===== src/verilog/line_rev_pkg.sv =====
package line_rev_pkg;

	localparam int PIX_W   = 8;
	localparam int ADDR_W  = 15;
	localparam int NUM_RAM = 4;
	// read latency of the line rams in cycles
	localparam int RAM_LAT = 2;

	typedef logic [PIX_W-1:0]  pix_t;
	typedef logic [ADDR_W-1:0] addr_t;

	typedef enum logic [2:0]
	{
		ST_IDLE,
		ST_DELAY,
		ST_SEG1,
		ST_SEG2,
		ST_DRAIN,
		ST_ACK
	} seq_state_t;

	// one slot from the sequencer, read or drain marker
	typedef struct packed
	{
		logic  rd;
		logic  seg;
		logic  bank;
		logic  drain;
		addr_t addr_fwd;
		addr_t addr_rev;
	} rd_cmd_t;

	typedef struct packed
	{
		logic [NUM_RAM-1:0] en;
		logic               bank;
		addr_t              addr_fwd;
		addr_t              addr_rev;
	} ram_rd_t;

	// pix[i] comes from ram i
	typedef struct packed
	{
		pix_t [NUM_RAM-1:0] pix;
	} quad_pix_t;

	typedef struct packed
	{
		pix_t data;
		logic last;
	} pix_beat_t;

endpackage


===== src/verilog/pixel_router.sv =====
`timescale 1ns/1ps

module pixel_router import line_rev_pkg::*;
#(
	parameter int SEG_LEN = 2040
)
(
	input  logic      clk_sys,
	input  logic      rst_n,
	input  rd_cmd_t   cmd,
	input  quad_pix_t rd_data_a,
	input  quad_pix_t rd_data_b,
	output logic      reo_push,
	output pix_t      reo_data,
	output logic      reo_pop,
	input  pix_t      reo_head,
	input  logic      reo_empty,
	output logic      out_push,
	output pix_beat_t out_data,
	input  logic      out_full,
	output logic      drain_done
);

	localparam int REO_LEN = 2 * SEG_LEN;
	localparam int DCNT_W  = $clog2(REO_LEN + 1);
	localparam logic [DCNT_W-1:0] DCNT_LAST = DCNT_W'(REO_LEN - 1);

	rd_cmd_t [RAM_LAT-1:0] cmd_pipe;
	rd_cmd_t               cmd_al;
	quad_pix_t             quad;
	pix_t                  pix_pri;
	pix_t                  pix_sec;
	logic                  draining;
	logic [DCNT_W-1:0]     drain_cnt;
	logic                  drain_last;

	//////////////////////////////
	// latency alignment
	//////////////////////////////

	always_ff @(posedge clk_sys or negedge rst_n)
	begin
		if (!rst_n)
		begin
			cmd_pipe <= '0;
		end
		else
		begin
			cmd_pipe[0] <= cmd;
			for (int i = 1; i < RAM_LAT; i++)
				cmd_pipe[i] <= cmd_pipe[i-1];
		end
	end

	// cmd_al lines up with the ram data
	assign cmd_al = cmd_pipe[RAM_LAT-1];
	assign quad   = cmd_al.bank ? rd_data_b : rd_data_a;

	// primary is ram 0 or 1, secondary is ram 2 or 3
	assign pix_pri = quad.pix[{1'b0, cmd_al.seg}];
	assign pix_sec = quad.pix[{1'b1, cmd_al.seg}];

	//////////////////////////////
	// routing and drain
	//////////////////////////////

	assign reo_push   = cmd_al.rd;
	assign reo_data   = pix_sec;
	assign reo_pop    = draining && !out_full && !reo_empty;
	assign drain_last = (drain_cnt == DCNT_LAST);
	assign out_push   = cmd_al.rd || reo_pop;

	always_comb
	begin
		if (draining)
		begin
			out_data.data = reo_head;
			out_data.last = drain_last;
		end
		else
		begin
			out_data.data = pix_pri;
			out_data.last = 1'b0;
		end
	end

	always_ff @(posedge clk_sys or negedge rst_n)
	begin
		if (!rst_n)
		begin
			draining   <= 1'b0;
			drain_cnt  <= '0;
			drain_done <= 1'b0;
		end
		else
		begin
			drain_done <= 1'b0;
			if (cmd_al.drain)
			begin
				draining  <= 1'b1;
				drain_cnt <= '0;
			end
			else if (reo_pop)
			begin
				// final reordered pixel closes the line
				if (drain_last)
				begin
					draining   <= 1'b0;
					drain_done <= 1'b1;
				end
				else
				begin
					drain_cnt <= drain_cnt + 1'b1;
				end
			end
		end
	end

endmodule


===== config.mk =====
export PLATFORM = sky130hd
export DESIGN_NAME = pixel_router
export DESIGN_NICKNAME = d
export VERILOG_FILES = /design/src/verilog/line_rev_pkg.sv /design/src/verilog/pixel_router.sv
export SDC_FILE = /design/constraint.sdc
export NUM_CORES = 1
export LEC_CHECK = 0
export BUFFER_PORTS_ARGS = -buffer_cell sky130_fd_sc_hd__buf_4
export CORE_MARGIN = 2
export CORE_UTILIZATION = 37
export DETAILED_ROUTE_END_ITERATION = 10
export PLACE_DENSITY_LB_ADDON = 0.08
export REMOVE_ABC_BUFFERS = 1
export SETUP_SLACK_MARGIN = 0.2
export SLEW_MARGIN = 25
export SYNTH_ARGS = -nofsm -noshare
export SYNTH_HDL_FRONTEND = slang
export SYNTH_SLANG_ARGS = --single-unit

===== constraint.sdc =====
create_clock -name clk_sys -period 2.09 [get_ports clk_sys]
set_input_delay 0.418 -clock clk_sys [delete_from_list [all_inputs] [get_ports clk_sys]]
set_output_delay 0.418 -clock clk_sys [all_outputs]
set_load 0.05 [all_outputs]

==> key figures <==
Power and ir drop
  • PwrDens: about 460 mW/mm²
  • Clk pwr share: 26.3%
  • Final Power: 0.001146 W
  • Switching part of the total: 28.42%
  • Logic pwr share: between 30% and 40%
  • P_sw: between 0.0003 and 0.0004 W
  • Sequential share of power: 39.1%
  • Leakage power: 1.161 nW
  • Internal power: 0.0008204 W
  • Max rail drop VDD: 0.3670 mV

Die
  • Die area: 0.004382 mm²
  • Initial Util: 38.81%
  • Io pins: 131
  • Die height: 66.20 µm
  • Core area: 0.003689 mm²
  • Rows: 22
  • Die X: 66.20 µm

Setup path
  • Reg-to-reg startpoint: drain_cnt[0]
  • Slowest CP cell: mux4_2
  • Worst Path Buf+Inv: 2
  • CP peak stage delay: ~500 ps
  • RR Endpoint: drain_cnt[2]
  • Startpoint Class: register
  • Worst Setup End Kind: output pin
  • Worst path cell trace: buf_12 > mux4_2 > mux2_4 > buf_6
  • R2R cell count: 6
  • Reg2reg setup slack: 310 ps
  • Worst Setup Path Type: reg -> out
  • Worst-path maximum fanout: 10
  • Top delay family on crit path: multiplexers
  • Data required, critical path: around 1700 ps
  • Worst Path Arrival: 1730 ps

Synth
  • Synth top area cells: dfrtp_1 (38%), mux4_2 (25%), mux2_2 (6.3%)
  • Synth area leader: dfrtp_1
  • Cells after Synth: 108
  • Register area share after synthesis: 38.46%
  • Synth Cell Area: 0.001431 mm²
  • Count of cell types in the netlist: 35
  • Yosys top cell area share: 38.46%
  • YS warnings: 0
  • Synth Area per Inst: ~13 µm²
  • #FFs+latches synth: 22

STA
  • Final WS setup: -55.44 ps
  • Pins Over Slew Limit: 0
  • Final setup viols: 9
  • Period Utilization, post-route: 102.7%
  • Final hold vios: 0
  • Slew @ Worst Pin: 487.9 ps
  • Slew HR: 67.47%
  • Min Tclk post-route: 2145 ps
  • Skew final: 5.142 ps
  • Fmax: 466.1 MHz
  • Unrepaired setup endpoints after global routing: yes

Finish
  • ANT cells: 0
  • Fin util: 66.89%
  • Share of layout cells above drive strength 1: between 60% and 70%
  • Final nets: 330
  • Synthesis-to-finish area growth: 72.38%

Global route
  • GRT Resource Usage Total: 21.44%
  • Largest net degree at the start of global routing: 23
  • Grt ovf: 0
  • First-pass GRT wire length: 6.969 mm
  • Number of global-route vias before repair: 1,514
  • Initial antenna violation count: 0

Outcome
  • Status: finished, violations left
  • Failing checks: setup timing

Clock network
  • Clk_lat worst skew: 260 ps
  • CTS Buffer Depth: 2
  • Max H-tree Level: 1
  • Worst-path clk slew: 80 ps
  • CTS tree: yes
  • Clock sink total: 22
  • Clk root buf: clkbuf_8
  • TritonCTS Buffers: 3

Placed design
  • Port Buf Inserts: 100
  • GP Congestion: 0.8394
  • Final HPWL DP: between 3 and 4 mm

Drt
  • Remaining antenna violation count after routing: 0
  • Drt via density: ~5.2
  • Drt drc: 0
  • Highest metal used: met4
  • WL per Instance: 16.50 µm
  • Met3 WL: around 520 µm
  • Total Wirelength: approximately 4.4 mm
  • Iter 0 DRT Violations: 66
  • Metal1 wirelength: between 1.5 and 2 mm
  • First-pass DRT Iterations: 4
  • Vias post-DR: 1,374
  • DR WL met2: 2.185 mm

Job
  • Max-cap violation count: 0

Hold path
  • Min-Delay Path Class: in -> async
-- what timing repair did --
item | 4_1_cts | 5_1_grt
resized for setup | 23 | 4
pin swaps | 1 | 1
setup endpoints to repair | 19 | 18
hold buffers | 0 | 0
setup buffers | 7 | 3
hold endpoints to repair | 0 | 0
-- sequential cells by signal, summed over array words and instances, names as in the netlist --
name / flops
drain_cnt: 12
cmd_pipe: 4
cmd_al: 3
drain_done: 1
draining: 1
reo_push: 1
-- cells in the final DEF, fill, tap and decap left out, types with 2 or more instances in the layout --
master,n
dfrtp_1,21
mux4_2,16
mux2_4,2
buf_8,2
nor3_1,2
a21oi_1,4
buf_4,93
mux2_2,7
or3_1,4
o21ai_0,3
buf_6,16
xnor2_1,2
clkbuf_8,4
nand4_1,3
nand2_1,4
xor2_1,4
nand3_1,2
nor2_1,9
-- Yosys cell counts, drive strengths merged --
| library cell | count |
|---|---|
| a21o | 1 |
| a21oi | 4 |
| and2 | 1 |
| and3 | 1 |
| and4 | 1 |
| and4bb | 1 |
| buf | 4 |
| clkbuf | 2 |
| dfrtp | 22 |
| ha | 1 |
| inv | 1 |
| mux2 | 9 |
| mux2i | 1 |
| mux4 | 16 |
| nand2 | 4 |
| nand3 | 2 |
| nand3b | 1 |
| nand4 | 4 |
| nand4bb | 1 |
| nor2 | 10 |
| nor2b | 1 |
| nor3 | 3 |
| nor3b | 1 |
| o21ai | 4 |
| o31ai | 1 |
| or2 | 1 |
| or3 | 4 |
| xnor2 | 2 |
| xor2 | 4 |
-- through the flow --
stage          setup slack (ps)  instances  hold WS, ps  setup TNS [ps]  area, µm²
6_report                 -55.44        266        27.86          -320.3       2467
5_1_grt                  -145.2        266        36.11           -1459       2467
4_1_cts                  -70.21        263        31.36          -515.9       2431
3_5_place_dp              149.0        252        319.7               0       2231
3_3_place_gp              163.8        252        316.5               0       2231
2_1_floorplan            -138.2        102        122.4           -1106       1393
-- layout make-up --
| type | instances | area [µm²] |
|---|---|---|
| tap | 48 | 60.06 |
| sequential | 22 | 551.8 |
| multi-input combinational | 79 | 868.3 |
| timing repair buffer | 112 | 928.4 |
| clock buffer | 4 | 55.05 |
| fill | 308 | 1221 |
| inverter | 1 | 3.754 |
-- cell families after synthesis --
logic type / synth area share (%)
AOI/OAI and AO/OA: 4.807
xor gates and xnor gates: 3.671
adders and majority gates: 0.8740
buffers and inverters: 2.971
DFF: 38.46
muxes: 33.22
and+or+nand+nor: 16.00
-- how the worst max path moves through the flow --
stage                       end  slack (ps)        from  cells after the start
detailed placement  out_data[5]         150  cmd_al[31]                      4
global placement    out_data[1]         160  cmd_al[31]                      4
global route        out_data[5]        -150  cmd_al[31]                      4
finish              out_data[5]         -60  cmd_al[31]                      4
floorplan           out_data[1]        -140  cmd_al[31]                      2
CTS                 out_data[5]         -70  cmd_al[31]                      4
-- routing by layer --
layer / vias up / GRT usage, %
li1: 637 / -
met1: 650 / 24.86
met2: 78 / 37.13
met3: 9 / 8.859
met4: 0 / 4.337
met5: - / 0
-- power by group through the flow --
stage          Clock, W  Combinational (W)  Sequential [W]
3_3_place_gp          0           0.000359        0.000456
3_5_place_dp          0           0.000366        0.000457
6_report       0.000302           0.000396        0.000448
2_1_floorplan         0           0.000173        0.000465
4_1_cts        0.000312           0.000396        0.000448
5_1_grt        0.000332           0.000419        0.000450
No activity file was read; power rests on OpenSTA's default activity.
