File: src/verilog/sync_fifo.sv
`timescale 1ns/1ps

module sync_fifo
#(
	parameter type T     = logic [7:0],
	parameter int  DEPTH = 8
)
(
	input  logic                       clk_sys,
	input  logic                       rst_n,
	input  logic                       push,
	input  T                           push_data,
	input  logic                       pop,
	output T                           pop_data,
	output logic                       empty,
	output logic                       full,
	output logic [$clog2(DEPTH+1)-1:0] count
);

	localparam int CNT_W = $clog2(DEPTH + 1);
	localparam int PTR_W = (DEPTH > 1) ? $clog2(DEPTH) : 1;
	localparam logic [PTR_W-1:0] PTR_LAST = PTR_W'(DEPTH - 1);
	localparam logic [CNT_W-1:0] CNT_FULL = CNT_W'(DEPTH);

	T                 mem [DEPTH];
	logic [PTR_W-1:0] wr_ptr;
	logic [PTR_W-1:0] rd_ptr;
	logic             do_push;
	logic             do_pop;

	assign do_push = push && !full;
	assign do_pop  = pop && !empty;
	assign empty   = (count == '0);
	assign full    = (count == CNT_FULL);

	// first word fall-through
	assign pop_data = mem[rd_ptr];

	always_ff @(posedge clk_sys)
	begin
		if (do_push)
			mem[wr_ptr] <= push_data;
	end

	always_ff @(posedge clk_sys or negedge rst_n)
	begin
		if (!rst_n)
		begin
			wr_ptr <= '0;
			rd_ptr <= '0;
			count  <= '0;
		end
		else
		begin
			if (do_push)
				wr_ptr <= (wr_ptr == PTR_LAST) ? '0 : wr_ptr + 1'b1;
			if (do_pop)
				rd_ptr <= (rd_ptr == PTR_LAST) ? '0 : rd_ptr + 1'b1;
			// simultaneous push and pop leaves count alone
			case ({do_push, do_pop})
				2'b10:   count <= count + 1'b1;
				2'b01:   count <= count - 1'b1;
				default: count <= count;
			endcase
		end
	end

endmodule

File: config.mk
export PLATFORM = sky130hd
export DESIGN_NAME = sync_fifo
export DESIGN_NICKNAME = d
export VERILOG_FILES = /design/src/verilog/sync_fifo.sv
export SDC_FILE = /design/constraint.sdc
export NUM_CORES = 1
export LEC_CHECK = 0
export BUFFER_PORTS_ARGS = -buffer_cell sky130_fd_sc_hd__buf_4
export CORE_ASPECT_RATIO = 0.8
export CORE_MARGIN = 3
export CORE_UTILIZATION = 45
export CTS_BUF_LIST = sky130_fd_sc_hd__clkbuf_4 sky130_fd_sc_hd__clkbuf_8 sky130_fd_sc_hd__clkbuf_16
export CTS_CLUSTER_SIZE = 16
export DETAILED_ROUTE_END_ITERATION = 16
export PLACE_DENSITY_LB_ADDON = 0.1
export SLEW_MARGIN = 10
export SYNTH_ARGS = -nofsm -noshare
export SYNTH_HDL_FRONTEND = slang
export SYNTH_SLANG_ARGS = --single-unit
File: constraint.sdc
create_clock -name clk_sys -period 3.7 [get_ports clk_sys]
set_clock_uncertainty 0.15 [all_clocks]
set_input_delay 0.74 -clock clk_sys [delete_from_list [all_inputs] [get_ports clk_sys]]
set_output_delay 0.74 -clock clk_sys [all_outputs]
set_load 0.02 [all_outputs]
==> flow_summary.ini, run 1 <==
[pwr]
internal-power_mw = 2.13
vdd_drop_max_mv = 0.414
power_density_nw_per_um2 = 831
p_sw_frac = 0.313
power.switching_mw = 0.971
p_seq_frac = 0.401
p_leak_nw = 1.38
combPwrFrac = 0.358
clkPwrFrac = 0.240

[finish]
fin_nets = 216
postLayoutCellArea_um2 = 3730
area_growth_pct = 16.4
final_common_cell = edfxtp_1
final_cell_mix = 64 x edfxtp_1, 31 x buf_4, 11 x mux2_4
n_antenna_cell = 0
n_fill_cell = 516
layout-drive-gt1-share = 0.373

[worst_hold_path]
hold_path_class = in -> async

[drt]
wl_per_cell_um = 19.7
firstDrtPassIters = 4
vias = 1552
drt-vias-per-instance = 5.45
drc_errors = 0
drt_iter0_drc = 93
wl_um = 5610
antenna_left = 0

[clock_network]
cts-root-buf = clkbuf_8
postCtsSetupBuffers = 0
post_cts_resized = 0
cts_sinks = 74
clockBufferDepth = 2
hold_buffers = 0
cts_made_buffers = 9
clk_pin_slew_ns = 0.08
clock_latency_ns = 0.34
cts_tree = yes
h-tree-depth = 3

[setup_path]
critPathLaunchType = register
required_ns = 3.77
cp_max_fo = 9
endpoint_kind = register
critPathKind = reg -> reg
cp.arrival_ns = 3.14

[global_routing]
grt_pass1_wl_um = 8780
grt_max_degree = 20
grt_use_total = 0.153
grt_pass1_vias = 1609
grt_antenna_before_repair = 0
grt_overflow = 0

[die]
dieArea_um2 = 8180
core_um2 = 6640
initial_core_util = 0.483
chipWidth_um = 100
fp.dieH_um = 81.5
ios = 26
rows = 26

[timing]
setup-tns-final_ns = 0
timing.fmax_mhz = 326
slew_viol_final = 0
max-slew-margin-rel = 0.370
worst_pin_slew_ns = 0.942
setup_violations = 0
rsz0062_at_grt = false
finalHoldViolCount = 0
period_needed_ns = 3.07
min_period_over_period = 0.829

[synthesis]
yosysUniqueCellTypes = 35
synthAdderAreaFrac = 0.0336
synth-seq-area-share = 0.677
synth_cells = 161
synth_fp_nets = 181
synth_top_family_by_area = multiplexers
synth_xor_area_frac = 0.00546
synth_area_per_cell_um2 = 19.9
synth-compound-area-share = 0.0211
synth_warnings = 0
netlist_area_um2 = 3210
synth_mux_area_frac = 0.187
yosys.area_share.simple = 0.0499
yosys_register_bits = 74

[place]
place_area_um2 = 3490
port_buffers = 25
hpwl_um = 3640
gp_congestion = 0.739

[run]
cap_violations = 0

[status]
status = complete, no violations
power by group through the flow:
stage | clock network (mW) | registers, mW | logic [mW]
2_1_floorplan | 0 | 1.19 | 0.872
3_3_place_gp | 0 | 1.25 | 1.10
3_5_place_dp | 0 | 1.26 | 1.13
4_1_cts | 0.765 | 1.25 | 1.13
5_1_grt | 0.811 | 1.27 | 1.20
6_report | 0.746 | 1.24 | 1.11
cells in the mapped netlist:
cell,count,share of area
clkbuf_1,1,0.0012
nor3b_1,3,0.0070
a2111o_1,1,0.0035
or4b_4,1,0.0043
a21o_2,1,0.0027
o311ai_0,1,0.0027
nor2_1,4,0.0047
buf_6,2,0.0070
nor4_1,2,0.0039
o21ai_0,1,0.0016
fa_1,1,0.0062
xnor2_1,1,0.0027
nor2b_1,1,0.0020
buf_2,2,0.0031
o211ai_1,1,0.0023
mux2_4,11,0.052
xor2_1,1,0.0027
buf_12,1,0.0062
nand3_1,3,0.0047
mux2i_1,1,0.0031
nand2_8,1,0.0062
a21oi_1,2,0.0031
mux4_2,8,0.056
edfxtp_1,64,0.60
inv_1,6,0.0070
or4b_2,1,0.0031
nor3_1,5,0.0078
mux4_1,8,0.066
buf_1,1,0.0012
o41ai_2,1,0.0051
ha_1,7,0.027
dfrtp_1,10,0.078
nand2b_1,2,0.0039
mux2_2,3,0.011
nand2_1,2,0.0023
critical path, cell delays in order, from the launching register on:
cell	delay, ns
dfrtp_1	0.48
or4b_4	0.61
nand2_8	0.13
ha_1	0.32
ha_1	0.34
or4b_2	0.66
o311ai_0	0.13
o211ai_1	0.12
per-stage QoR:
step           setup slack [ns]  cells  utilization  hold WS, ns  power [mW]
3_5_place_dp              0.646    269        0.526        0.431        2.39
2_1_floorplan             0.728    161            -        0.294        2.06
5_1_grt                   0.457    285        0.563       0.0430        3.28
3_3_place_gp              0.790    269        0.526        0.424        2.35
6_report                  0.633    285        0.563       0.0628        3.10
4_1_cts                   0.618    285        0.563       0.0498        3.14
metal layers:
layer	share of wire	GRT usage	routed length, um
met1	0.44	0.192	2440
met2	0.51	0.253	2880
met3	0.041	0.0577	231
met4	0.0094	0.0404	53
met5	0	0	0
logic make-up (layout without fill, tap and decap cells):
group                      Yosys count  after routing
buffers and inverters               13             53
AOI/OAI and AO/OA                    8              8
and+or+nand+nor                     25             25
xor gates and xnor gates             2              2
adders and majority gates            8              8
muxes                               31             31
DFF                                 74             74
layout make-up:
class | count | area [um2] | share of cell area
clock buffer | 10 | 131 | 0.0352
sequential | 74 | 2170 | 0.582
clock inverter | 6 | 113 | 0.0302
inverter | 6 | 22.5 | 0.00603
timing repair buffer | 31 | 233 | 0.0623
multi-input combinational | 74 | 957 | 0.256
tap | 84 | 105 | 0.0282
worst paths after layout:
kind / cells after the start / startpoint / slack (ns) / endpoint
max: 7 / count[0] / 0.63 / count[3]
min: 1 / rst_n / 0.06 / wr_ptr[2]
max reg2reg: 7 / count[0] / 0.63 / count[3]
min reg2reg: 1 / wr_ptr[1] / 0.50 / wr_ptr[1]
max in group asynchronous: 1 / rst_n / 3.18 / rd_ptr[2]
min in group clk_sys: 1 / push_data[5] / 0.48 / mem[0][5]
state kept, by name (all words and copies together) (netlist names):
signal and count:
mem 64, count 4, rd_ptr 3, wr_ptr 3
No activity file was read; power rests on OpenSTA's default activity.
==> inputs of run 2 (changes only) <==
==> constraint.sdc (replaced) <==
create_clock -name clk_sys -period 2.7 [get_ports clk_sys]
set_clock_uncertainty 0.15 [all_clocks]
set_input_delay 0.54 -clock clk_sys [delete_from_list [all_inputs] [get_ports clk_sys]]
set_output_delay 0.54 -clock clk_sys [all_outputs]
set_load 0.02 [all_outputs]
==> run 2 against run 1 <==
Against the previous run: register-to-register slack worse by 0.53 ns; worst hold slack gained 0.22 ns; clock-buffer cell count grew 1; core utilization rose by 2.8 points; combinational power grew 60%; sequential share of layout area is 2.6 points lower; clock power up 62%; wire length grew 7.0%; sequential cell count did not move; first-iteration DRC count down 3.2%; via count rose by 6.2%; critical path type is now reg -> out.
==> flow_summary.ini, run 2 (same netlist as run 1, synthesis figures left out) <==
[setup_path]
critPathTopFamily = multiplexers
r2r_slack_ns = 0.10
reg2reg_depth = 7
critPathKind = reg -> out
rr_startpoint = count[3]
slowest_stage = mux4_1
cp_max_fo = 10
worstReg2RegEnd = count[3]
cpPeakStageDelay_ns = 0.56
path_cells = buf_12 -> mux4_1 -> mux2_4 -> buf_4
endpoint_kind = output port
cp.arrival_ns = 1.92
critPathLaunchType = register
required_ns = 2.01
crit_buf_inv = 2

[timing]
timing.fmax_mhz = 383
hold_ws_ns = 0.283
setup_violations = 0
rsz0062_at_grt = true
finalHoldViolCount = 0
slew_viol_final = 0
min_period_over_period = 0.967
worst_pin_slew_ns = 0.716
max-slew-margin-rel = 0.523
period_needed_ns = 2.61

[status]
status = complete, no violations

[clock_network]
clk_pin_slew_ns = 0.07
cts_sinks = 74
h-tree-depth = 3
clock_latency_ns = 0.33
cts_tree = yes
cts-root-buf = clkbuf_8
clockBufferDepth = 2
cts_made_buffers = 9

[finish]
area_growth_pct = 22.3
n_antenna_cell = 0
n_fill_cell = 497
layout-drive-gt1-share = 0.441
final_cell_mix = 64 x edfxtp_1, 38 x buf_4, 11 x mux4_2, 11 x mux2_4, 10 x clkbuf_8
fin_nets = 226
largest_reg_flops = 64
final_common_cell = edfxtp_1
top_regs = mem: 64 flops, count: 4 flops
regMostFlops = mem

[pwr]
internal-power_mw = 3.29
clkPwrFrac = 0.258
p_leak_nw = 1.45
p_seq_frac = 0.363
combPwrFrac = 0.380
power.switching_mw = 1.40
finalPower_mw = 4.68
p_sw_frac = 0.298
vdd_drop_max_mv = 0.565
power_density_nw_per_um2 = 1190

[global_routing]
grt_overflow = 0
grt_max_degree = 20
grt_pass1_wl_um = 9230
grt_pass1_vias = 1714
grt_use_total = 0.160
grt_antenna_before_repair = 0

[worst_hold_path]
hold_path_class = in -> reg
hp-start = push_data[7]
hold_end = mem[7][7]
whs_path_depth = 1

[die]
fp.dieH_um = 81.5
initial_core_util = 0.483
chipWidth_um = 100
core_um2 = 6640
dieArea_um2 = 8180
rows = 26
ios = 26

[drt]
drt-vias-per-instance = 5.59
wl_um = 6000
drc_errors = 0
firstDrtPassIters = 5
vias = 1648
wl_per_cell_um = 20.3
drt_iter0_drc = 90
antenna_left = 0

[place]
hpwl_um = 3840
port_buffers = 25
gp_congestion = 0.809

[run]
cap_violations = 0
-- run 2: power groups by stage --
stage | combinational, mW | clock, mW | sequential [mW]
after floorplan | 1.22 | 0 | 1.65
after global placement | 1.68 | 0 | 1.69
after detailed placement | 1.75 | 0 | 1.72
after CTS | 1.75 | 1.23 | 1.69
after global routing | 1.91 | 1.30 | 1.73
final | 1.78 | 1.21 | 1.70
-- run 2: metrics by stage --
step                      utilization  cells  instance area, um2  setup slack, ns  TNS (ns)
after floorplan                     -    161                3250           0.0923         0
after global placement          0.543    277                3600            0.213         0
after detailed placement        0.543    277                3600            0.123         0
after CTS                       0.589    294                3910           0.0490         0
after global routing            0.591    295                3920         -0.00482  -0.00517
final                           0.591    295                3920           0.0882         0
-- run 2: layout make-up --
type	instances	area, um2	area share
tap	84	105	0.0268
timing repair buffer	41	340	0.0868
multi-input combinational	74	981	0.250
clock inverter	5	150	0.0383
inverter	6	22.5	0.00574
sequential	74	2180	0.555
clock buffer	11	145	0.0370
-- run 2: worst max-delay path by stage --
stage | to | depth (start not counted) | slack, ns | start
detailed placement | count[3] | 7 | 0.12 | count[3]
floorplan | count[3] | 8 | 0.09 | count[0]
CTS | pop_data[7] | 4 | 0.05 | rd_ptr[0]
finish | pop_data[6] | 4 | 0.09 | rd_ptr[0]
global placement | count[3] | 7 | 0.21 | count[1]
global route | pop_data[6] | 4 | -0.005 | rd_ptr[0]
-- run 2: timing repair --
action                                  4_1_cts  5_1_grt
endpoints found under the hold margin        10        0
cloned                                        0        1
hold buffers                                  1        0
buffers inserted                              0        0
gates resized for setup                       1        4
endpoints found under the setup margin        8        3
-- run 2: layer usage --
layer,track usage,vias up,routed length (um)
li1,-,744,-
met1,0.209,842,2720
met2,0.251,50,2840
met3,0.0628,12,338
met4,0.0485,0,104
met5,0,-,0
