==> config.mk <==
export PLATFORM = sky130hd
export DESIGN_NAME = read_sequencer
export DESIGN_NICKNAME = d
export VERILOG_FILES = /design/src/verilog/line_rev_pkg.sv /design/src/verilog/read_sequencer.sv
export SDC_FILE = /design/constraint.sdc
export NUM_CORES = 1
export LEC_CHECK = 0
export BUFFER_PORTS_ARGS = -buffer_cell sky130_fd_sc_hd__buf_2
export CORE_ASPECT_RATIO = 1.25
export CORE_MARGIN = 2
export CORE_UTILIZATION = 53
export DETAILED_ROUTE_END_ITERATION = 16
export PLACE_DENSITY = 0.82
export SLEW_MARGIN = 15
export SYNTH_ARGS = -nofsm -noshare
export SYNTH_HDL_FRONTEND = slang
export SYNTH_SLANG_ARGS = --single-unit
==> constraint.sdc <==
create_clock -name clk_sys -period 4.05 [get_ports clk_sys]
set_input_delay 1.0125 -clock clk_sys [delete_from_list [all_inputs] [get_ports clk_sys]]
set_output_delay 1.0125 -clock clk_sys [all_outputs]
set_load 0.02 [all_outputs]
==> src/verilog/line_rev_pkg.sv <==
package line_rev_pkg;

	localparam int PIX_W   = 8;
	localparam int ADDR_W  = 15;
	localparam int NUM_RAM = 4;
	// read latency of the line rams in cycles
	localparam int RAM_LAT = 2;

	typedef logic [PIX_W-1:0]  pix_t;
	typedef logic [ADDR_W-1:0] addr_t;

	typedef enum logic [2:0]
	{
		ST_IDLE,
		ST_DELAY,
		ST_SEG1,
		ST_SEG2,
		ST_DRAIN,
		ST_ACK
	} seq_state_t;

	// one slot from the sequencer, read or drain marker
	typedef struct packed
	{
		logic  rd;
		logic  seg;
		logic  bank;
		logic  drain;
		addr_t addr_fwd;
		addr_t addr_rev;
	} rd_cmd_t;

	typedef struct packed
	{
		logic [NUM_RAM-1:0] en;
		logic               bank;
		addr_t              addr_fwd;
		addr_t              addr_rev;
	} ram_rd_t;

	// pix[i] comes from ram i
	typedef struct packed
	{
		pix_t [NUM_RAM-1:0] pix;
	} quad_pix_t;

	typedef struct packed
	{
		pix_t data;
		logic last;
	} pix_beat_t;

endpackage

==> src/verilog/read_sequencer.sv <==
`timescale 1ns/1ps

module read_sequencer import line_rev_pkg::*;
#(
	parameter int SEG_LEN     = 2040,
	parameter int START_DELAY = 4,
	parameter int FILL_THRESH = 1900,
	parameter int OUT_DEPTH   = 8
)
(
	input  logic                           clk_sys,
	input  logic                           rst_n,
	input  logic                           line_req,
	input  logic                           bank_sel,
	output logic                           line_ack,
	input  logic [11:0]                    fill_level,
	input  logic [$clog2(OUT_DEPTH+1)-1:0] out_count,
	output rd_cmd_t                        cmd,
	output ram_rd_t                        ram_rd,
	input  logic                           drain_done
);

	localparam int CNT_W = $clog2(OUT_DEPTH + 1);
	localparam int DLY_W = (START_DELAY > 1) ? $clog2(START_DELAY) : 1;
	// leaves room for the slots still in flight through the rams
	localparam logic [CNT_W-1:0] SLOT_LIMIT = CNT_W'(OUT_DEPTH - RAM_LAT - 2);
	localparam logic [DLY_W-1:0] DLY_LAST   = DLY_W'(START_DELAY - 1);
	localparam addr_t            REV_FIRST  = ADDR_W'(SEG_LEN - 1);

	seq_state_t       state;
	logic             bank;
	logic [DLY_W-1:0] dly_cnt;
	addr_t            fwd_cnt;
	addr_t            rev_cnt;
	logic             fill_ok;
	logic             drain_pend;
	logic             in_seg;
	logic             go;
	logic             seg_end;

	//////////////////////////////
	// throttle
	//////////////////////////////

	// downstream fill level, compared one cycle late
	always_ff @(posedge clk_sys or negedge rst_n)
	begin
		if (!rst_n)
			fill_ok <= 1'b0;
		else
			fill_ok <= (fill_level < 12'(FILL_THRESH));
	end

	assign in_seg  = (state == ST_SEG1) || (state == ST_SEG2);
	assign go      = in_seg && fill_ok && (out_count <= SLOT_LIMIT);
	assign seg_end = go && (rev_cnt == '0);

	//////////////////////////////
	// line state machine
	//////////////////////////////

	always_ff @(posedge clk_sys or negedge rst_n)
	begin
		if (!rst_n)
		begin
			state      <= ST_IDLE;
			bank       <= 1'b0;
			dly_cnt    <= '0;
			fwd_cnt    <= '0;
			rev_cnt    <= REV_FIRST;
			drain_pend <= 1'b0;
			line_ack   <= 1'b0;
		end
		else
		begin
			case (state)
				ST_IDLE:
				begin
					if (line_req)
					begin
						state   <= ST_DELAY;
						bank    <= bank_sel;
						dly_cnt <= '0;
					end
				end
				ST_DELAY:
				begin
					if (dly_cnt == DLY_LAST)
						state <= ST_SEG1;
					else
						dly_cnt <= dly_cnt + 1'b1;
				end
				ST_SEG1, ST_SEG2:
				begin
					if (seg_end)
					begin
						fwd_cnt <= '0;
						rev_cnt <= REV_FIRST;
						if (state == ST_SEG1)
						begin
							state <= ST_SEG2;
						end
						else
						begin
							// drain marker goes out next cycle
							state      <= ST_DRAIN;
							drain_pend <= 1'b1;
						end
					end
					else if (go)
					begin
						fwd_cnt <= fwd_cnt + 1'b1;
						rev_cnt <= rev_cnt - 1'b1;
					end
				end
				ST_DRAIN:
				begin
					drain_pend <= 1'b0;
					if (drain_done)
					begin
						state    <= ST_ACK;
						line_ack <= 1'b1;
					end
				end
				ST_ACK:
				begin
					// four-phase, wait for the requester to let go
					if (!line_req)
					begin
						state    <= ST_IDLE;
						line_ack <= 1'b0;
					end
				end
				default:
				begin
					state <= ST_IDLE;
				end
			endcase
		end
	end

	//////////////////////////////
	// slot outputs
	//////////////////////////////

	always_comb
	begin
		cmd.rd       = go;
		cmd.seg      = (state == ST_SEG2);
		cmd.bank     = bank;
		cmd.drain    = (state == ST_DRAIN) && drain_pend;
		cmd.addr_fwd = fwd_cnt;
		cmd.addr_rev = rev_cnt;
	end

	// seg 1 reads rams 0 and 2, seg 2 reads rams 1 and 3
	always_comb
	begin
		ram_rd.en[0]    = go && (state == ST_SEG1);
		ram_rd.en[2]    = go && (state == ST_SEG1);
		ram_rd.en[1]    = go && (state == ST_SEG2);
		ram_rd.en[3]    = go && (state == ST_SEG2);
		ram_rd.bank     = bank;
		ram_rd.addr_fwd = fwd_cnt;
		ram_rd.addr_rev = rev_cnt;
	end

endmodule

==> impl_metrics.ini, run 1 <==
[yosys]
syn-num-nets = 290
synth_cell_type_count = 52
synth_edf_count = 0
synth_warnings = 0
async_flop_share = 1.000
netlist_instances = 265
synth.top_cells.by_area = dfrtp_1 (30%), buf_4 (11%), dfstp_2 (11%)
syn-cell-area_mm2 = 0.002450
yosysSeqAreaShare = 0.4035
synth_top_area_frac = 0.2962
yosys.area.top_type = dfrtp_1
synth_area_per_cell_um2 = 9.245
dominantRegCellSynth = dfrtp_1
synth-seq-cells = 39

[sta]
period_needed_ns = 3.132
rsz0062_at_grt = false
finalCritPeriodShare = 0.7733
hold_violations = 0
fmax_mhz = 319.3
setup_viol_count_final = 0
worst_slew_pin_slew_ns = 0.8571
timing.hold.ws_ns = 0.5270
fin_skew_ns = 0.01393
relSlewSlack = 0.4286
slew_violations = 0
setup_tns_ns = 0

[global_route]
grt_pass1_vias = 1966
antenna_found_initial = 0
overflow = 0
grt_pass1_wl_mm = 8.818
track_usage = 0.2169
grt_max_degree = 40

[drt]
ant_nets = 0
drtPass1Iterations = 4
route.detailed.drc = 0
drt_iter0_markers = 94
wl_per_cell_um = 14.22
viasPerCell = 5.777
routed-via-count = 2172
wl_mm = 5.347

[pwr]
vdd_drop_max_mv = 0.5208
powerDensity_mw_per_mm2 = 619.6
finalPower_mw = 1.733
p_leak_nw = 1.353

[clocking]
cts_root_buf = clkbuf_8
ctsResizeCount = 0
cts_tree = done
cts-buffers-inserted = 5
clk_path_buf_depth = 2
cts_max_level = 2
clkLatencyLatePin_ns = 0.30
cts_setup_buffers = 0
cts.clk_slew.worst_paths_ns = 0.07
cts_hold_buf = 0
cts_num_sinks = 39

[finish]
area.sequential_um2 = 988.4
layout-drive-gt1-share = 0.3742
n_antenna_cell = 0
syn_to_final_growth_pct = 14.15
layout_common_cells = buf_2 (88), dfrtp_1 (29), o21ai_0 (23)
fillCellCount = 380
nets = 342
multi_input_area_mm2 = 0.001121
final_common_cell = buf_2

[floorplan]
start_util = 0.5536
die_h_um = 80.02
row_count = 27
fp.coreArea_mm2 = 0.004425
pin_count = 91
die_w_um = 64.81
fp.dieArea_mm2 = 0.005186

[setup_path]
cp_max_fo = 10
r2r_cells = 4
rrSetupSlack_ns = 1.68
critPathLaunchType = primary input
path_class = in2out
crit_required_ns = 3.04
worstReg2RegEnd = fwd_cnt[1]
rr_startpoint = state[2]
arrival_ns = 2.12
worstSetupEndpointType = primary output

[status]
outcome = complete, no violations

[hold_path]
hold_path_depth = 1
min_to = bank
hold_class = reg2reg
min_from = bank

[place]
gp_congestion = 0.8778
port_buffers = 88
hpwl_mm = 3.929

[job]
drv_cap = 0
-- critical path: stages --
cell and delay (ns):
buf_2 0.11, nor4bb_1 0.25, buf_4 0.21, nand2_1 0.16, inv_1 0.18, buf_2 0.20
-- cell families after synthesis --
logic type / share of synthesized area
adder cells (fa/ha/maj): 0.02043
AND/OR/NAND/NOR: 0.2283
XOR/XNOR: 0.02503
multiplexers: 0.02196
flip-flops: 0.4035
AO/OA/AOI/OAI: 0.1619
buffers and inverters: 0.1389
-- layer usage --
layer / track usage / share of wire / up-vias
li1: - / - / 1042
met1: 0.2552 / 0.42 / 1034
met2: 0.3928 / 0.50 / 88
met3: 0.04654 / 0.066 / 8
met4: 0.06170 / 0.014 / 0
met5: 0 / 0 / -
-- synthesized netlist by cell type (all sizes together), types with 2 or more instances --
library cell	n
o211ai	2
inv	7
and2	2
a21oi	13
and4	3
a22o	4
buf	42
mux2i	2
nand3	8
nand4	11
a211o	5
o21ai	25
nand2b	2
dfrtp	29
nand2	13
a31oi	3
nor4	7
clkbuf	3
nor3	6
or2	5
or3	8
ha	4
nor4b	2
dfstp	10
or4	3
o31ai	4
and3	5
mux2	3
nor2	14
xor2	6
-- metrics by stage --
step,setup WS [ns],instances,util,cell area (um^2)
finish,0.9181,376,0.6319,2796
global placement,0.9273,368,0.6019,2664
detailed placement,0.9152,368,0.6019,2664
CTS,0.9137,376,0.6319,2796
global route,0.8393,376,0.6319,2796
floorplan,0.8166,265,-,2450
-- worst max-delay path by stage --
stage,from,end,slack (ns),depth (start not counted)
after floorplan,out_count[0],ram_rd[33],0.82,4
after global placement,out_count[3],cmd[33],0.93,6
after detailed placement,out_count[3],cmd[33],0.92,6
after CTS,out_count[3],cmd[33],0.91,6
after global routing,out_count[3],cmd[33],0.84,6
final,out_count[3],cmd[33],0.92,6
-- final cells by class --
| class | instances | area share |
|---|---|---|
| clock buffers | 6 | 0.02595 |
| clock inverters | 2 | 0.02148 |
| inverters | 7 | 0.009396 |
| multi-input cells | 174 | 0.4009 |
| flip-flops and latches | 39 | 0.3535 |
| well taps | 58 | 0.02595 |
| repair buffers | 90 | 0.1629 |
-- registers in the layout, summed over array words and instances, names as in the netlist --
name / count
bank: 1
dly_cnt: 2
drain_pend: 1
fill_ok: 1
fwd_cnt: 15
line_ack: 1
rev_cnt: 15
state: 3
-- where the power goes --
| part | switching, mW | total (mW) | internal, mW |
|---|---|---|---|
| sequential | 0.159 | 0.671 | 0.512 |
| combinational | 0.435 | 0.675 | 0.240 |
| clock | 0.140 | 0.387 | 0.246 |
| total | 0.734 | 1.73 | 0.998 |
Note: power is estimated with default switching activity, not from simulation.
==> run 2, diff against run 1 <==
- ABC_AREA: unset -> 1
- CORE_UTILIZATION: 53 -> 51
- PLACE_DENSITY: 0.82 -> 0.78
- clock period: 4.05 -> 3.1 ns (I/O delays scaled with it)
==> impl_metrics.ini, run 2 <==
[status]
outcome = complete, no violations

[setup_path]
crit_path_top_delay_cell = o21ai_0
cp_max_fo = 3
path_class = in2out
arrival_ns = 1.54
critPathMaxStageDelay_ns = 0.22
crit_top_cell = buf_2
crit_required_ns = 2.32
critPathLaunchType = primary input
worstSetupEndpointType = primary output
path_cells = buf_2, o21ai_0, nand3_2, nor2_1, buf_2

[floorplan]
pin_count = 91
fp.dieArea_mm2 = 0.005896
start_util = 0.5315
fp.coreArea_mm2 = 0.005080
row_count = 29
die_h_um = 85.35
die_w_um = 69.08

[sta]
period_needed_ns = 2.317
hold_violations = 0
fin_skew_ns = 0.008428
rsz0062_at_grt = false
slew_violations = 0
timing.final.ws_setup_ns = 0.7831
fmax_mhz = 431.6
timing.hold.ws_ns = 0.4917
finalCritPeriodShare = 0.7474
relSlewSlack = 0.4103
setup_tns_ns = 0
setup_viol_count_final = 0
worst_slew_pin_slew_ns = 0.8846

[pwr]
combPwrFrac = 0.517
vdd_drop_max_mv = 0.4920
seq_power_share = 0.356
p_leak_nw = 1.686
netSwitchingPower_mw = 1.332
clockPowerShare = 0.127
finalPower_mw = 2.633
powerDensity_mw_per_mm2 = 876.6
switching_share = 0.5059
p_int_mw = 1.301

[finish]
layout-drive-gt1-share = 0.2624
layout_common_cells = nand2_1 (117), buf_2 (88), nor2_1 (48), inv_1 (39), nand3_1 (33)
fin_util = 0.5914
syn_to_final_growth_pct = 11.26
reg_top3 = fwd_cnt: 15 flops, rev_cnt: 15 flops, state: 3 flops
fillCellCount = 498
n_antenna_cell = 0
nets = 466
final_common_cell = nand2_1

[yosys]
yosysMostFrequentCell = nand2_1
yosysSeqAreaShare = 0.3661
synth_top_area_frac = 0.2688
synth_edf_count = 0
yosys.area.top_type = dfrtp_1
dominantRegCellSynth = dfrtp_1
synth.top_cells.by_area = dfrtp_1 (27%), nand2_1 (16%), buf_4 (10%)
syn-num-nets = 412
synth_area_per_cell_um2 = 6.977
async_flop_share = 1.000
syn-cell-area_mm2 = 0.002700
synth_commonest_cells = nand2_1 (117), nor2_1 (48), inv_1 (39), buf_4 (36), nand3_1 (33)
netlist_instances = 387
synth_cell_type_count = 31
synth_warnings = 0
synth-seq-cells = 39

[global_route]
antenna_found_initial = 0
grt_pass1_vias = 2451
grt_max_degree = 40
track_usage = 0.2229
grt_pass1_wl_mm = 10.80
overflow = 0

[drt]
drtPass1Iterations = 4
viasPerCell = 5.141
drt_iter0_markers = 145
ant_nets = 0
wl_mm = 6.183
route.detailed.drc = 0
routed-via-count = 2591
wl_per_cell_um = 12.27

[job]
drv_cap = 0

[clocking]
cts_setup_buffers = 0
cts_root_buf = clkbuf_8
cts_num_sinks = 39
ctsResizeCount = 0
cts_max_level = 2
clkLatencyLatePin_ns = 0.29
cts_tree = done
cts.clk_slew.worst_paths_ns = 0.07
cts-buffers-inserted = 5
cts_hold_buf = 0
clk_path_buf_depth = 2

[place]
gp_congestion = 0.8638
hpwl_mm = 4.566
port_buffers = 88
place_ws_ns = 0.7202

[hold_path]
hold_class = reg2reg
## run 2: cell families (layout without fill, tap and decap cells)
logic type	after synthesis	in the layout	synth area share
AO/OA/AOI/OAI	26	26	0.05931
XOR/XNOR	2	2	0.006489
adder cells (fa/ha/maj)	4	4	0.01854
buffers and inverters	83	138	0.1705
flip-flops	39	39	0.3661
multiplexers	1	1	0.004170
AND/OR/NAND/NOR	232	232	0.3749
## run 2: area by class of cell
type,count,area (um^2),area share
inverters,40,150.1,0.04998
repair buffers,90,455.4,0.1516
clock buffers,7,76.32,0.02541
multi-input cells,265,1251,0.4165
clock inverters,1,5.005,0.001666
well taps,62,77.57,0.02582
flip-flops and latches,39,988.4,0.3290
## run 2: power groups by stage
stage	Sequential (mW)	Clock (mW)	Combinational, mW
finish	0.937	0.335	1.36
detailed placement	0.942	0	1.37
floorplan	1.06	0	0.985
global placement	0.934	0	1.34
global route	0.973	0.365	1.52
CTS	0.934	0.345	1.37
## run 2: metal layers
metal  global-route usage  routed length [um]  vias up  part of all wire
li1                     -                   -     1315                 -
met1               0.2570                2617     1187              0.42
met2               0.4126                3144       81              0.51
met3              0.04276                 333        8             0.054
met4              0.07308                  87        0             0.014
met5                    0                   0        -                 0
## run 2: worst paths after layout
kind | depth (start not counted) | end | slack, ns | start
setup / recovery | 5 | ram_rd[33] | 0.78 | out_count[0]
hold / removal | 2 | line_ack | 0.49 | line_ack
setup reg to reg | 6 | fwd_cnt[2] | 1.21 | state[2]
hold reg to reg | 2 | line_ack | 0.49 | line_ack
max in group asynchronous | 1 | dly_cnt[1] | 1.94 | rst_n
min in group asynchronous | 1 | fwd_cnt[1] | 0.60 | rst_n
## run 2: metrics by stage
step / instances / instance area (um^2)
global route: 504 / 3004
finish: 504 / 3004
global placement: 496 / 2923
floorplan: 387 / 2700
CTS: 504 / 3004
detailed placement: 496 / 2923
## run 2: worst max-delay path, delay by kind of cell
kind                   cells  cell delay [ns]
AO/OA/AOI/OAI              1             0.22
AND/OR/NAND/NOR            2             0.27
buffers and inverters      2             0.28
==> run 3, diff against run 2 <==
- CORE_UTILIZATION: 51 -> 46
- PLACE_DENSITY: 0.78 -> 0.74
- clock period: 3.1 -> 1.9 ns (I/O delays scaled with it)
==> impl_metrics.ini, run 3 (same netlist as run 2, synthesis figures left out) <==
[place]
gp_congestion = 0.8829
place_area_mm2 = 0.002998
dp.cells = 507
place_ws_ns = 0.08555
port_buffers = 88
hpwl_mm = 4.641

[global_route]
overflow = 0
track_usage = 0.1999
antenna_found_initial = 0
grt_pass1_wl_mm = 10.32
grt_pass1_vias = 2449
grt_max_degree = 40

[setup_path]
arrival_ns = 1.34
cp_max_fo = 7
critPathLaunchType = flop
critPathTopFamily = flip-flops
path_class = reg2out
critPathMaxStageDelay_ns = 0.47
crit_path_top_delay_cell = dfrtp_2
path_cells = nor2_4, nand3_2, nor2_2, buf_2
worstSetupEndpointType = primary output
crit_required_ns = 1.42
crit_buf_inv = 1

[floorplan]
die_w_um = 72.53
start_util = 0.4704
row_count = 31
die_h_um = 89.66
fp.dieArea_mm2 = 0.006502
fp.coreArea_mm2 = 0.005741
pin_count = 91

[finish]
area.sequential_um2 = 992.2
syn_to_final_growth_pct = 15.01
stdcell_area_mm2 = 0.003105
final_common_cell = nand2_1
fin_util = 0.5410
reg_top3 = fwd_cnt: 15 flops, rev_cnt: 15 flops, state: 3 flops
nets = 475
layout_common_cells = nand2_1 (117), buf_2 (87), nor2_1 (46), inv_1 (38), nand3_1 (33)
layout-drive-gt1-share = 0.2927
multi_input_area_mm2 = 0.001261
instances_no_fill = 517
fillCellCount = 585
n_antenna_cell = 0

[pwr]
powerDensity_mw_per_mm2 = 1406
vdd_drop_max_mv = 0.7332
p_leak_nw = 1.728
finalPower_mw = 4.366

[sta]
period_needed_ns = 1.811
worst_slew_pin_slew_ns = 0.4987
timing.hold.ws_ns = 0.2290
setup_tns_ns = 0
setup_viol_count_final = 0
fmax_mhz = 552.1
finalCritPeriodShare = 0.9533
relSlewSlack = 0.6675
rsz0062_at_grt = false
slew_violations = 0
timing.final.ws_setup_ns = 0.08881
hold_violations = 0
fin_skew_ns = 0.008321

[drt]
wl_per_cell_um = 11.96
drt_iter0_markers = 96
ant_nets = 0
wl_mm = 6.184
viasPerCell = 5.112
route.detailed.drc = 0
drtPass1Iterations = 4
routed-via-count = 2643

[clocking]
cts_tree = done
cts_num_sinks = 39
cts_max_level = 2
cts_root_buf = clkbuf_8
cts.clk_slew.worst_paths_ns = 0.08
cts-buffers-inserted = 5
clk_path_buf_depth = 2
clkLatencyLatePin_ns = 0.29

[job]
drv_cap = 0

[hold_path]
hold_class = in2async

[status]
outcome = complete, no violations
==> run 3: cell type report <==
class / instances / area share
multi-input cells: 265 / 0.4061
inverters: 40 / 0.04835
clock inverters: 1 / 0.001612
repair buffers: 99 / 0.1732
well taps: 66 / 0.02659
flip-flops and latches: 39 / 0.3195
clock buffers: 7 / 0.02458
==> run 3: power by group <==
group / switching (mW) / internal (mW)
Sequential: 0.363 / 1.17
Clock: 0.287 / 0.258
Combinational: 1.54 / 0.754
Total: 2.19 / 2.18
==> run 3: worst paths after layout <==
path / slack [ns] / depth (start not counted) / from / to
worst max register to register: 0.23 / 7 / rev_cnt[0] / rev_cnt[7]
min in group clk_sys: 0.33 / 2 / fill_level[11] / fill_ok
worst min register to register: 0.49 / 2 / line_ack / line_ack
worst max-delay path: 0.09 / 4 / state[2] / ram_rd[33]
worst min-delay path: 0.23 / 2 / rst_n / fwd_cnt[0]
max in group asynchronous: 1.29 / 2 / rst_n / state[2]
==> run 3: metal layers <==
metal  vias up  track usage  routed length (um)
li1       1329            -                   -
met1      1211       0.2349                2646
met2        87       0.3463                3074
met3        16      0.03795                 334
met4         0       0.1044                 129
met5         -            0                   0
==> run 3: timing repair <==
| item | CTS | global route |
|---|---|---|
| setup endpoints to repair | 1 | 6 |
| gates resized for setup | 2 | 4 |
| setup buffers | 0 | 2 |
| hold buffers | 0 | 0 |
